**config.mk**
```make
export PLATFORM = sky130hd
export DESIGN_NAME = host_chan_events_top
export DESIGN_NICKNAME = d
export VERILOG_FILES = /design/src/common/host_events_pkg.sv /design/src/common/tlp_hdr_pkg.sv /design/src/common/host_chan_events_if.sv /design/src/design/host_chan_events_top.sv /design/src/host_chan_events/host_chan_events_axi.sv /design/src/host_chan_events/host_chan_events_common.sv
export VERILOG_INCLUDE_DIRS = /design/src /design/src/common
export SDC_FILE = /design/constraint.sdc
export NUM_CORES = 1
export LEC_CHECK = 0
export BUFFER_PORTS_ARGS = -buffer_cell sky130_fd_sc_hd__buf_2
export CORE_AREA = 2 2 365 367
export CTS_BUF_LIST = sky130_fd_sc_hd__clkbuf_16
export CTS_CLUSTER_DIAMETER = 50
export CTS_CLUSTER_SIZE = 20
export DETAILED_ROUTE_END_ITERATION = 8
export DIE_AREA = 0 0 367 369
export GPL_TIMING_DRIVEN = 0
export PLACE_DENSITY = 0.3
export SETUP_SLACK_MARGIN = 0.2
export SYNTH_ARGS = -nofsm -noshare
export SYNTH_HDL_FRONTEND = slang
export SYNTH_SLANG_ARGS = --single-unit
```
**constraint.sdc**
```tcl
create_clock -name clk -period 12.2 [get_ports clk]
set_input_delay 1.22 -clock clk [delete_from_list [all_inputs] [get_ports clk]]
set_output_delay 1.22 -clock clk [all_outputs]
set_load 0.05 [all_outputs]
```
**src/common/host_events_defines.svh**
```systemverilog
`ifndef HOST_EVENTS_DEFINES_SVH
`define HOST_EVENTS_DEFINES_SVH

// Width of one stream data beat
`define HOST_EVENTS_TDATA_WIDTH 256

// TLP header sits in the low bits of the first beat
`define HOST_EVENTS_HDR_WIDTH 64

// Dwords counted in one cycle, both transmit pipes together
`define HOST_EVENTS_DW_CNT_WIDTH 14

// Running totals
`define HOST_EVENTS_TOTAL_WIDTH 40

`endif

```
**src/common/host_events_pkg.sv**
```systemverilog
`include "host_events_defines.svh"

package host_events_pkg;

    // Dwords seen in a single cycle
    typedef logic [`HOST_EVENTS_DW_CNT_WIDTH-1:0] t_dword_count;

    // Accumulated dword totals, wrap modulo 2**40
    typedef logic [`HOST_EVENTS_TOTAL_WIDTH-1:0] t_event_total;

endpackage

```
**src/common/tlp_hdr_pkg.sv**
```systemverilog
package tlp_hdr_pkg;

    // Memory request header, first two dwords
    typedef struct packed {
        logic [7:0]  fmt_type;
        logic [13:0] reserved;
        logic [9:0]  length;
        logic [15:0] requester_id;
        logic [7:0]  tag;
        logic [7:0]  addr_lo;
    } t_tlp_mem_req_hdr;

    // Completion header, first two dwords
    typedef struct packed {
        logic [7:0]  fmt_type;
        logic [13:0] reserved;
        logic [9:0]  length;
        logic [15:0] completer_id;
        logic [11:0] byte_count;
        logic [3:0]  tag;
    } t_tlp_cpl_hdr;

    // Same header word, read as a request on transmit and as a completion on receive
    typedef union packed {
        t_tlp_mem_req_hdr req;
        t_tlp_cpl_hdr     cpl;
    } t_tlp_hdr_u;

    // MRd with 32 or 64 bit address
    function automatic logic func_is_mrd_req(input logic [7:0] fmt_type);
        return (fmt_type == 8'h00) || (fmt_type == 8'h20);
    endfunction

    function automatic logic func_is_completion(input logic [7:0] fmt_type);
        return (fmt_type[4:0] == 5'h0A);
    endfunction

    function automatic logic func_has_data(input logic [7:0] fmt_type);
        return fmt_type[6];
    endfunction

    // Length field of zero encodes 1024 dwords
    function automatic logic [10:0] func_length_dwords(input logic [9:0] length);
        logic [10:0] n_dwords;
        if (length == 10'd0)
        begin
            n_dwords = 11'd1024;
        end
        else
        begin
            n_dwords = {1'b0, length};
        end
        return n_dwords;
    endfunction

endpackage

```
**src/common/host_chan_events_if.sv**
```systemverilog
`timescale 1ns/1ps

interface host_chan_events_if;

    import host_events_pkg::*;

    // Restart all counts
    logic clear;

    t_event_total rd_req_total;
    t_event_total rd_rsp_total;
    t_event_total rd_outstanding;
    t_event_total rd_outstanding_max;

    // Event tracker side
    modport monitor
    (
        input  clear,
        output rd_req_total,
        output rd_rsp_total,
        output rd_outstanding,
        output rd_outstanding_max
    );

    // Consumer side
    modport engine
    (
        output clear,
        input  rd_req_total,
        input  rd_rsp_total,
        input  rd_outstanding,
        input  rd_outstanding_max
    );

endinterface

```
**src/design/host_chan_events_top.sv**
```systemverilog
`timescale 1ns/1ps

`include "host_events_defines.svh"

module host_chan_events_top
(
    input  logic clk,
    input  logic reset_n,

    input  logic en_tx,
    input  logic [`HOST_EVENTS_TDATA_WIDTH-1:0] tx_data,
    input  logic tx_tlast,

    input  logic en_tx_b,
    input  logic [`HOST_EVENTS_TDATA_WIDTH-1:0] tx_b_data,
    input  logic tx_b_tlast,

    input  logic en_rx,
    input  logic [`HOST_EVENTS_TDATA_WIDTH-1:0] rx_data,
    input  logic rx_tlast,

    input  logic events_clear,

    output host_events_pkg::t_event_total rd_req_total,
    output host_events_pkg::t_event_total rd_rsp_total,
    output host_events_pkg::t_event_total rd_outstanding,
    output host_events_pkg::t_event_total rd_outstanding_max
);

    host_chan_events_if events0();

    // Engine side of the events interface
    assign events0.clear = events_clear;
    assign rd_req_total = events0.rd_req_total;
    assign rd_rsp_total = events0.rd_rsp_total;
    assign rd_outstanding = events0.rd_outstanding;
    assign rd_outstanding_max = events0.rd_outstanding_max;

    host_chan_events_axi axi0
    (
        .clk        (clk),
        .reset_n    (reset_n),
        .en_tx      (en_tx),
        .tx_data    (tx_data),
        .tx_tlast   (tx_tlast),
        .en_tx_b    (en_tx_b),
        .tx_b_data  (tx_b_data),
        .tx_b_tlast (tx_b_tlast),
        .en_rx      (en_rx),
        .rx_data    (rx_data),
        .rx_tlast   (rx_tlast),
        .events     (events0.monitor)
    );

endmodule

```
**src/host_chan_events/host_chan_events_axi.sv**
```systemverilog
`timescale 1ns/1ps

`include "host_events_defines.svh"

module host_chan_events_axi
(
    input  logic clk,
    input  logic reset_n,

    input  logic en_tx,
    input  logic [`HOST_EVENTS_TDATA_WIDTH-1:0] tx_data,
    input  logic tx_tlast,

    input  logic en_tx_b,
    input  logic [`HOST_EVENTS_TDATA_WIDTH-1:0] tx_b_data,
    input  logic tx_b_tlast,

    input  logic en_rx,
    input  logic [`HOST_EVENTS_TDATA_WIDTH-1:0] rx_data,
    input  logic rx_tlast,

    host_chan_events_if.monitor events
);

    import tlp_hdr_pkg::*;
    import host_events_pkg::*;

    t_tlp_hdr_u tx_hdr;
    t_tlp_hdr_u tx_b_hdr;
    t_tlp_hdr_u rx_hdr;

    logic tx_sop;
    logic tx_b_sop;
    logic rx_sop;

    t_dword_count rd_n_dwords_req;
    t_dword_count b_pipe_rd_n_dwords_req;
    t_dword_count rd_n_dwords_rsp;
    t_dword_count rd_n_dwords_req_q;
    t_dword_count rd_n_dwords_rsp_q;

    // Header is only meaningful on a start-of-packet beat
    always_comb
    begin
        tx_hdr = tx_data[`HOST_EVENTS_HDR_WIDTH-1:0];
        tx_b_hdr = tx_b_data[`HOST_EVENTS_HDR_WIDTH-1:0];
        rx_hdr = rx_data[`HOST_EVENTS_HDR_WIDTH-1:0];
    end

    // Next enabled beat starts a packet when the last one closed it
    always_ff @(posedge clk)
    begin
        if (!reset_n)
        begin
            tx_sop <= 1'b1;
            tx_b_sop <= 1'b1;
            rx_sop <= 1'b1;
        end
        else
        begin
            if (en_tx)
                tx_sop <= tx_tlast;
            if (en_tx_b)
                tx_b_sop <= tx_b_tlast;
            if (en_rx)
                rx_sop <= rx_tlast;
        end
    end

    // Read requests from both transmit pipes
    always_comb
    begin
        rd_n_dwords_req = '0;
        if (en_tx && tx_sop && func_is_mrd_req(tx_hdr.req.fmt_type))
            rd_n_dwords_req = t_dword_count'(func_length_dwords(tx_hdr.req.length));

        b_pipe_rd_n_dwords_req = '0;
        if (en_tx_b && tx_b_sop && func_is_mrd_req(tx_b_hdr.req.fmt_type))
            b_pipe_rd_n_dwords_req = t_dword_count'(func_length_dwords(tx_b_hdr.req.length));
    end

    // Completions carrying read data
    always_comb
    begin
        rd_n_dwords_rsp = '0;
        if (en_rx && rx_sop &&
            func_is_completion(rx_hdr.cpl.fmt_type) &&
            func_has_data(rx_hdr.cpl.fmt_type))
        begin
            rd_n_dwords_rsp = t_dword_count'(func_length_dwords(rx_hdr.cpl.length));
        end
    end

    always_ff @(posedge clk)
    begin
        if (!reset_n)
        begin
            rd_n_dwords_req_q <= '0;
            rd_n_dwords_rsp_q <= '0;
        end
        else
        begin
            rd_n_dwords_req_q <= rd_n_dwords_req + b_pipe_rd_n_dwords_req;
            rd_n_dwords_rsp_q <= rd_n_dwords_rsp;
        end
    end

    host_chan_events_common common0
    (
        .clk        (clk),
        .reset_n    (reset_n),
        .rd_req_cnt (rd_n_dwords_req_q),
        .rd_rsp_cnt (rd_n_dwords_rsp_q),
        .events     (events)
    );

endmodule

```
**src/host_chan_events/host_chan_events_common.sv**
```systemverilog
`timescale 1ns/1ps

module host_chan_events_common
(
    input  logic clk,
    input  logic reset_n,

    // Dwords seen in the previous cycle
    input  host_events_pkg::t_dword_count rd_req_cnt,
    input  host_events_pkg::t_dword_count rd_rsp_cnt,

    host_chan_events_if.monitor events
);

    import host_events_pkg::*;

    t_event_total req_total;
    t_event_total rsp_total;
    t_event_total outstanding;
    t_event_total outstanding_max;

    t_event_total outstanding_next;

    // New outstanding value, wraps with the totals
    always_comb
    begin
        outstanding_next = outstanding + t_event_total'(rd_req_cnt) -
                           t_event_total'(rd_rsp_cnt);
    end

    always_ff @(posedge clk)
    begin
        if (!reset_n)
        begin
            req_total <= '0;
            rsp_total <= '0;
            outstanding <= '0;
            outstanding_max <= '0;
        end
        else if (events.clear)
        begin
            // Counts arriving with the clear are dropped
            req_total <= '0;
            rsp_total <= '0;
            outstanding <= '0;
            outstanding_max <= '0;
        end
        else
        begin
            req_total <= req_total + t_event_total'(rd_req_cnt);
            rsp_total <= rsp_total + t_event_total'(rd_rsp_cnt);
            outstanding <= outstanding_next;

            // Peak tracks the value being written this cycle
            if (outstanding_next > outstanding_max)
                outstanding_max <= outstanding_next;
        end
    end

    assign events.rd_req_total = req_total;
    assign events.rd_rsp_total = rsp_total;
    assign events.rd_outstanding = outstanding;
    assign events.rd_outstanding_max = outstanding_max;

endmodule

```
## After elaboration in Yosys (flattened, before gate mapping)

Index checks and enable logic that the tools add are counted.

- Bits in registers: 191
- Output and inout bits: 160
- Word-level logic and storage cells: 44

- Add/subtract/negate cells: 5
- Order comparisons: 1
- Eq/ne operators: 3
- Multiplexer cells: 5
- Bitwise gates (word level): 2
- Reductions and logical operators: 17

Operators with widths:

| cell | number |
|---|---|
| 40-bit by 14-bit adder with 40-bit output | 3 |
| 11-bit two-way mux | 5 |
| 40-bit greater-than comparator | 1 |
| 40-bit by 14-bit subtractor with 40-bit output | 1 |
| 10-bit zero test | 3 |
| 8-bit by 6-bit equality test with 1-bit output (second input constant) | 2 |
| 8-bit zero test | 2 |
| 11-bit by 11-bit adder with 12-bit output | 1 |
| 1-bit logical AND | 7 |
| 5-bit by 4-bit equality test with 1-bit output (second input constant) | 1 |
| 3-bit OR reduction | 1 |
| 1-bit logical OR | 2 |
| 1-bit inverter | 2 |
| 2-bit AND reduction | 1 |
| 2-bit OR reduction | 1 |

## Logic depth before layout (Yosys ltp)

- Depth after elaboration: 5
- Gate-level depth with buffers: 25

## Modules after synthesis

From an unflattened synthesis, not the netlist that was laid out.

- Cells, all modules: 1,482
- Area total of the unflattened synthesis: 11,941.5 µm²

By module, submodules not included:

| module | instances | cells each | area each (µm²) |
|---|---|---|---|
| host_chan_events_common | 1 | 1,314 | 10,466.3 |
| host_chan_events_axi | 1 | 168 | 1,475.2 |

## Least setup slack after synthesis

Ideal clock, no wire load.

- Path type: reg2reg
- From: reg axi0.common0.outstanding[1] (netlist: axi0.common0.events.rd_outstanding[1])
- To: reg axi0.common0.outstanding_max[38] (netlist: axi0.common0.events.rd_outstanding_max[38])
- Setup time: 0.062 ns
- Arrival: 5.294 ns
- Required time: 12.138 ns
- Setup slack: 6.843 ns
- Cell stages (with the launch flop): 23
- Path through: dfxtp_1 > inv_1 > fa_1 > inv_1 > ha_1 > a211oi_2 > o21ai_1 > o21ai_0 > a21o_2 > a211oi_2 > a211o_1 > a21o_1 > xnor2_1 > ha_1 > nand4_2 > nor4_2 > nand3_1 > a21oi_1 > nor4_1 > or2_2 > buf_2 > or4_1 > nand3_1

- Cells in the longest elaborated chain, start to end: 3

Ends and longest elaborated chain:

| item | RTL line | source |
|---|---|---|
| start, declared | host_chan_events_common.sv:19 | `t_event_total outstanding;` |
| start signal, assigned | host_chan_events_common.sv:52 | `outstanding <= outstanding_next;` |
| 40-bit by 14-bit adder with 40-bit output | host_chan_events_common.sv:27 | `outstanding_next = outstanding + t_event_total'(rd_req_cnt) -` |
| 40-bit by 14-bit subtractor with 40-bit output | host_chan_events_common.sv:27 |  |
| named net axi0.common0.outstanding_next[39] | host_chan_events_common.sv:22 | `t_event_total outstanding_next;` |
| 40-bit greater-than comparator | host_chan_events_common.sv:55 | `if (outstanding_next > outstanding_max)` |
| end signal, assigned | host_chan_events_common.sv:56 | `outstanding_max <= outstanding_next;` |
| end, declared | host_chan_events_common.sv:20 | `t_event_total outstanding_max;` |

The timed path passes the listed nets, and every way through them passes these cells.
A chain may end at the register's enable or synchronous reset.

## Worst setup path in the final report

- From: reg axi0.common0.outstanding[5] (netlist: axi0.common0.events.rd_outstanding[5])
- To: reg axi0.common0.outstanding_max[16] (netlist: axi0.common0.events.rd_outstanding_max[16])

Same word-level chain as after synthesis.

==> out/metrics.csv <==
stage;metric;value;unit
yosys;synth_edf_count;0;
worst_setup_path;cp_data_required_time;12.61;ns
timing;period_needed;7.30;ns
timing;drv_slew;0;
clock_network;clockBufferDepth;2;
clock_network;path_clk_slew;0.09;ns
drt;antenna_left;0;
worst_setup_path;slowest_stage;nor2_1;
run_status;status;completed;
yosys;netlist-cell-type-count;74;
timing;setup_viol;0;
worst_setup_path;crit_path_cell_trace;inv_1, fa_1, inv_1, ha_1, a21oi_1, nand2_1, o21ai_1, o2bb2ai_1, o21ai_0, o21ai_0, xor2_1, inv_1, ha_1, nand4_1, nor4_2, nand3_1, a21oi_1, nor4_1, nor2_1, clkbuf_1, nand2_1, a21oi_1;
yosys;syn_avg_cell_area;8.12;um^2
pwr;pwr_density_cell;313;nW/um^2
worst_setup_path;ff2ff_path_depth;22;
global_routing;grt_pass1_wl;81000;um
pwr;vdd_ir_drop_max;0.000176;V
yosys;syn_nets;2371;
drt;via_per_inst;3.19;
worst_setup_path;cp_max_fo;10;
clock_network;htree_levels;4;
flow_run;max-cap-violations;0;
drt;drt_pre_antenna_iters;5;
worst_setup_path;critPathLaunchType;register;
timing;finalSetupTns;0;ns
global_routing;grtUsageTotal;8.39;%
pwr;power.leakage;6.62;nW
global_routing;antenna_found_initial;9;
worst_hold_path;holdPathStages;2;
yosys;ys.flop_type;dfxtp_1;
timing;finalHoldViolCount;0;
clock_network;cts_setup_buffers;0;
worst_setup_path;cp_num_cells;22;
worst_setup_path;cp.arrival;7.71;ns
floorplan;start_util;9.07;%
finish;final_common_cell;buf_2;
global_routing;grt_remaining_overflow;0;
finish;fill_cells;15400;
worst_hold_path;hold_class;reg2reg;
yosys;synthCells;1465;
worst_setup_path;cp_top_family;simple AND/OR/NAND/NOR gates;
drt;num_vias;11100;
worst_setup_path;worstSetupPathType;reg2reg;
timing;hold_ws;0.476;ns
finish;syn2layout_area_growth;32.8;%
yosys;ys_seq_area_share;31.3;%
floorplan;core;131000;um^2
clock_network;clock-sinks;186;
timing;tightestPinTransition;1.22;ns
drt;post_drt_wl_per_cell;16.4;um
clock_network;clock_latency;0.51;ns
worst_setup_path;critical_path.max_stage_delay;0.76;ns
floorplan;dieArea;135000;um^2
floorplan;die_width;367;um
worst_setup_path;path_buf_inv;4;
global_routing;first_global_vias;11000;
placement;portBuffers;218;
timing;fin_crit_sh;59.8;%
clock_network;root_buffer;clkbuf_16;
floorplan;die_h;369;um
timing;slew_headroom;18.5;%
drt;drc;0;
worst_setup_path;cp-end-kind;register;
floorplan;fp-row-count;133;
timing;max_freq;137;MHz
yosys;ys.warnings.count;0;
floorplan;pin_count;937;
timing;rsz0062_at_grt;false;
global_routing;grt_max_degree;20;
clock_network;numCtsBuffers;17;
finish;drive_gt1_share;16.7;%
finish;mostFrequentLayoutCells;223 x buf_2, 186 x dfxtp_1, 151 x inv_1;
drt;wl;56800;um
yosys;synth_area;11900;um^2
clock_network;cts-resized-gates;0;
yosys;async_reset_ff_share;0;%
placement;gp_congestion;0.745;
clock_network;cts_tree;done;
placement;dpl.hpwl;47500;um
finish;fin_nets;2608;
drt;drt_iter0_drc;488;
yosys;ys_ff_latch;186;
timing;fin_skew;0.0266;ns
clock_network;ctsHoldBuffers;0;
## final timing paths
check                                                                 end  slack (ns)                                                     from
hold / removal    axi0.common0.events.rd_outstanding_max[17]$_SDFFE_PP0N_        0.48  axi0.common0.events.rd_outstanding_max[17]$_SDFFE_PP0N_
setup / recovery  axi0.common0.events.rd_outstanding_max[16]$_SDFFE_PP0N_        4.90         axi0.common0.events.rd_outstanding[5]$_SDFF_PP0_
setup reg to reg  axi0.common0.events.rd_outstanding_max[16]$_SDFFE_PP0N_        4.90         axi0.common0.events.rd_outstanding[5]$_SDFF_PP0_
hold reg to reg   axi0.common0.events.rd_outstanding_max[17]$_SDFFE_PP0N_        0.48  axi0.common0.events.rd_outstanding_max[17]$_SDFFE_PP0N_
## tightest hold or removal path, stage by stage (launching register included)
cell     delay (ns)
dfxtp_1        0.33
nand2_1        0.05
a21oi_1        0.05
## cell type report
class                      instances  area (um^2)  area share (%)
sequential                       186         3720            23.6
timing repair buffer             218         1090            6.91
tap                             1755         2200            13.9
clock buffer                      17          425            2.69
buffer                            45          190            1.20
clock inverter                    15          190            1.20
antenna                            1         2.50          0.0158
multi-input combinational       1083         7410            46.9
inverter                         151          567            3.59
## stage by stage
stage	power, mW	std cells	setup WS (ns)	cell area (um^2)	util, %
after floorplan	3.26	1465	6.84	11900	-
after global placement	4.43	3438	4.73	15200	11.6
after detailed placement	4.41	3438	4.76	15200	11.6
after CTS	5.08	3470	4.74	15800	12.0
after global routing	5.47	3470	4.29	15800	12.0
final	4.95	3471	4.90	15800	12.0
## power by group
group | switching (mW) | total (mW) | internal [mW] | leakage, nW
logic | 2.38 | 3.56 | 1.18 | 4.83
clock network | 0.327 | 0.621 | 0.294 | 0.290
registers | 0.0759 | 0.769 | 0.693 | 1.51
## per-layer routing
metal,GRT usage (%),up-vias,wire length [um]
li1,-,5566,-
met1,11.5,5210,28000
met2,12.7,247,24300
met3,2.94,36,3990
met4,1.49,6,435
met5,0,-,34
## Yosys cell counts, drive strengths merged, types with 14 or more instances
cell type | n | area [um^2]
a21o | 55 | 414
xnor2 | 37 | 324
nand2 | 111 | 417
and2 | 75 | 470
nor3 | 32 | 160
xor2 | 46 | 403
fa | 14 | 280
o211ai | 16 | 134
a21oi | 119 | 603
dfxtp | 186 | 3720
ha | 115 | 1440
clkbuf | 38 | 143
nand3 | 47 | 235
nand4 | 26 | 169
or3 | 26 | 163
inv | 151 | 567
a211oi | 20 | 170
and3 | 22 | 140
nor2 | 122 | 458
o21ai | 64 | 324
## flip-flops by register name, indices dropped and copies added (netlist names)
signal / cells
axi0.common0.events.rd_outstanding: 40
axi0.common0.events.rd_outstanding_max: 40
axi0.common0.events.rd_req_total: 40
axi0.common0.events.rd_rsp_total: 40
axi0.rd_n_dwords_req_q: 12
axi0.rd_n_dwords_rsp_q: 11
axi0.rx_sop: 1
axi0.tx_b_sop: 1
axi0.tx_sop: 1
## cells by family after synthesis
| family | Yosys count | synth area share [%] |
|---|---|---|
| AO/OA/AOI/OAI | 346 | 19.1 |
| XOR/XNOR | 83 | 6.11 |
| adder cells (fa/ha/maj) | 129 | 14.5 |
| buffers and inverters | 196 | 6.36 |
| flip-flops | 186 | 31.3 |
| multiplexers | 8 | 0.694 |
| AND/OR/NAND/NOR | 517 | 22.0 |
No activity file was read; power rests on OpenSTA's default activity.
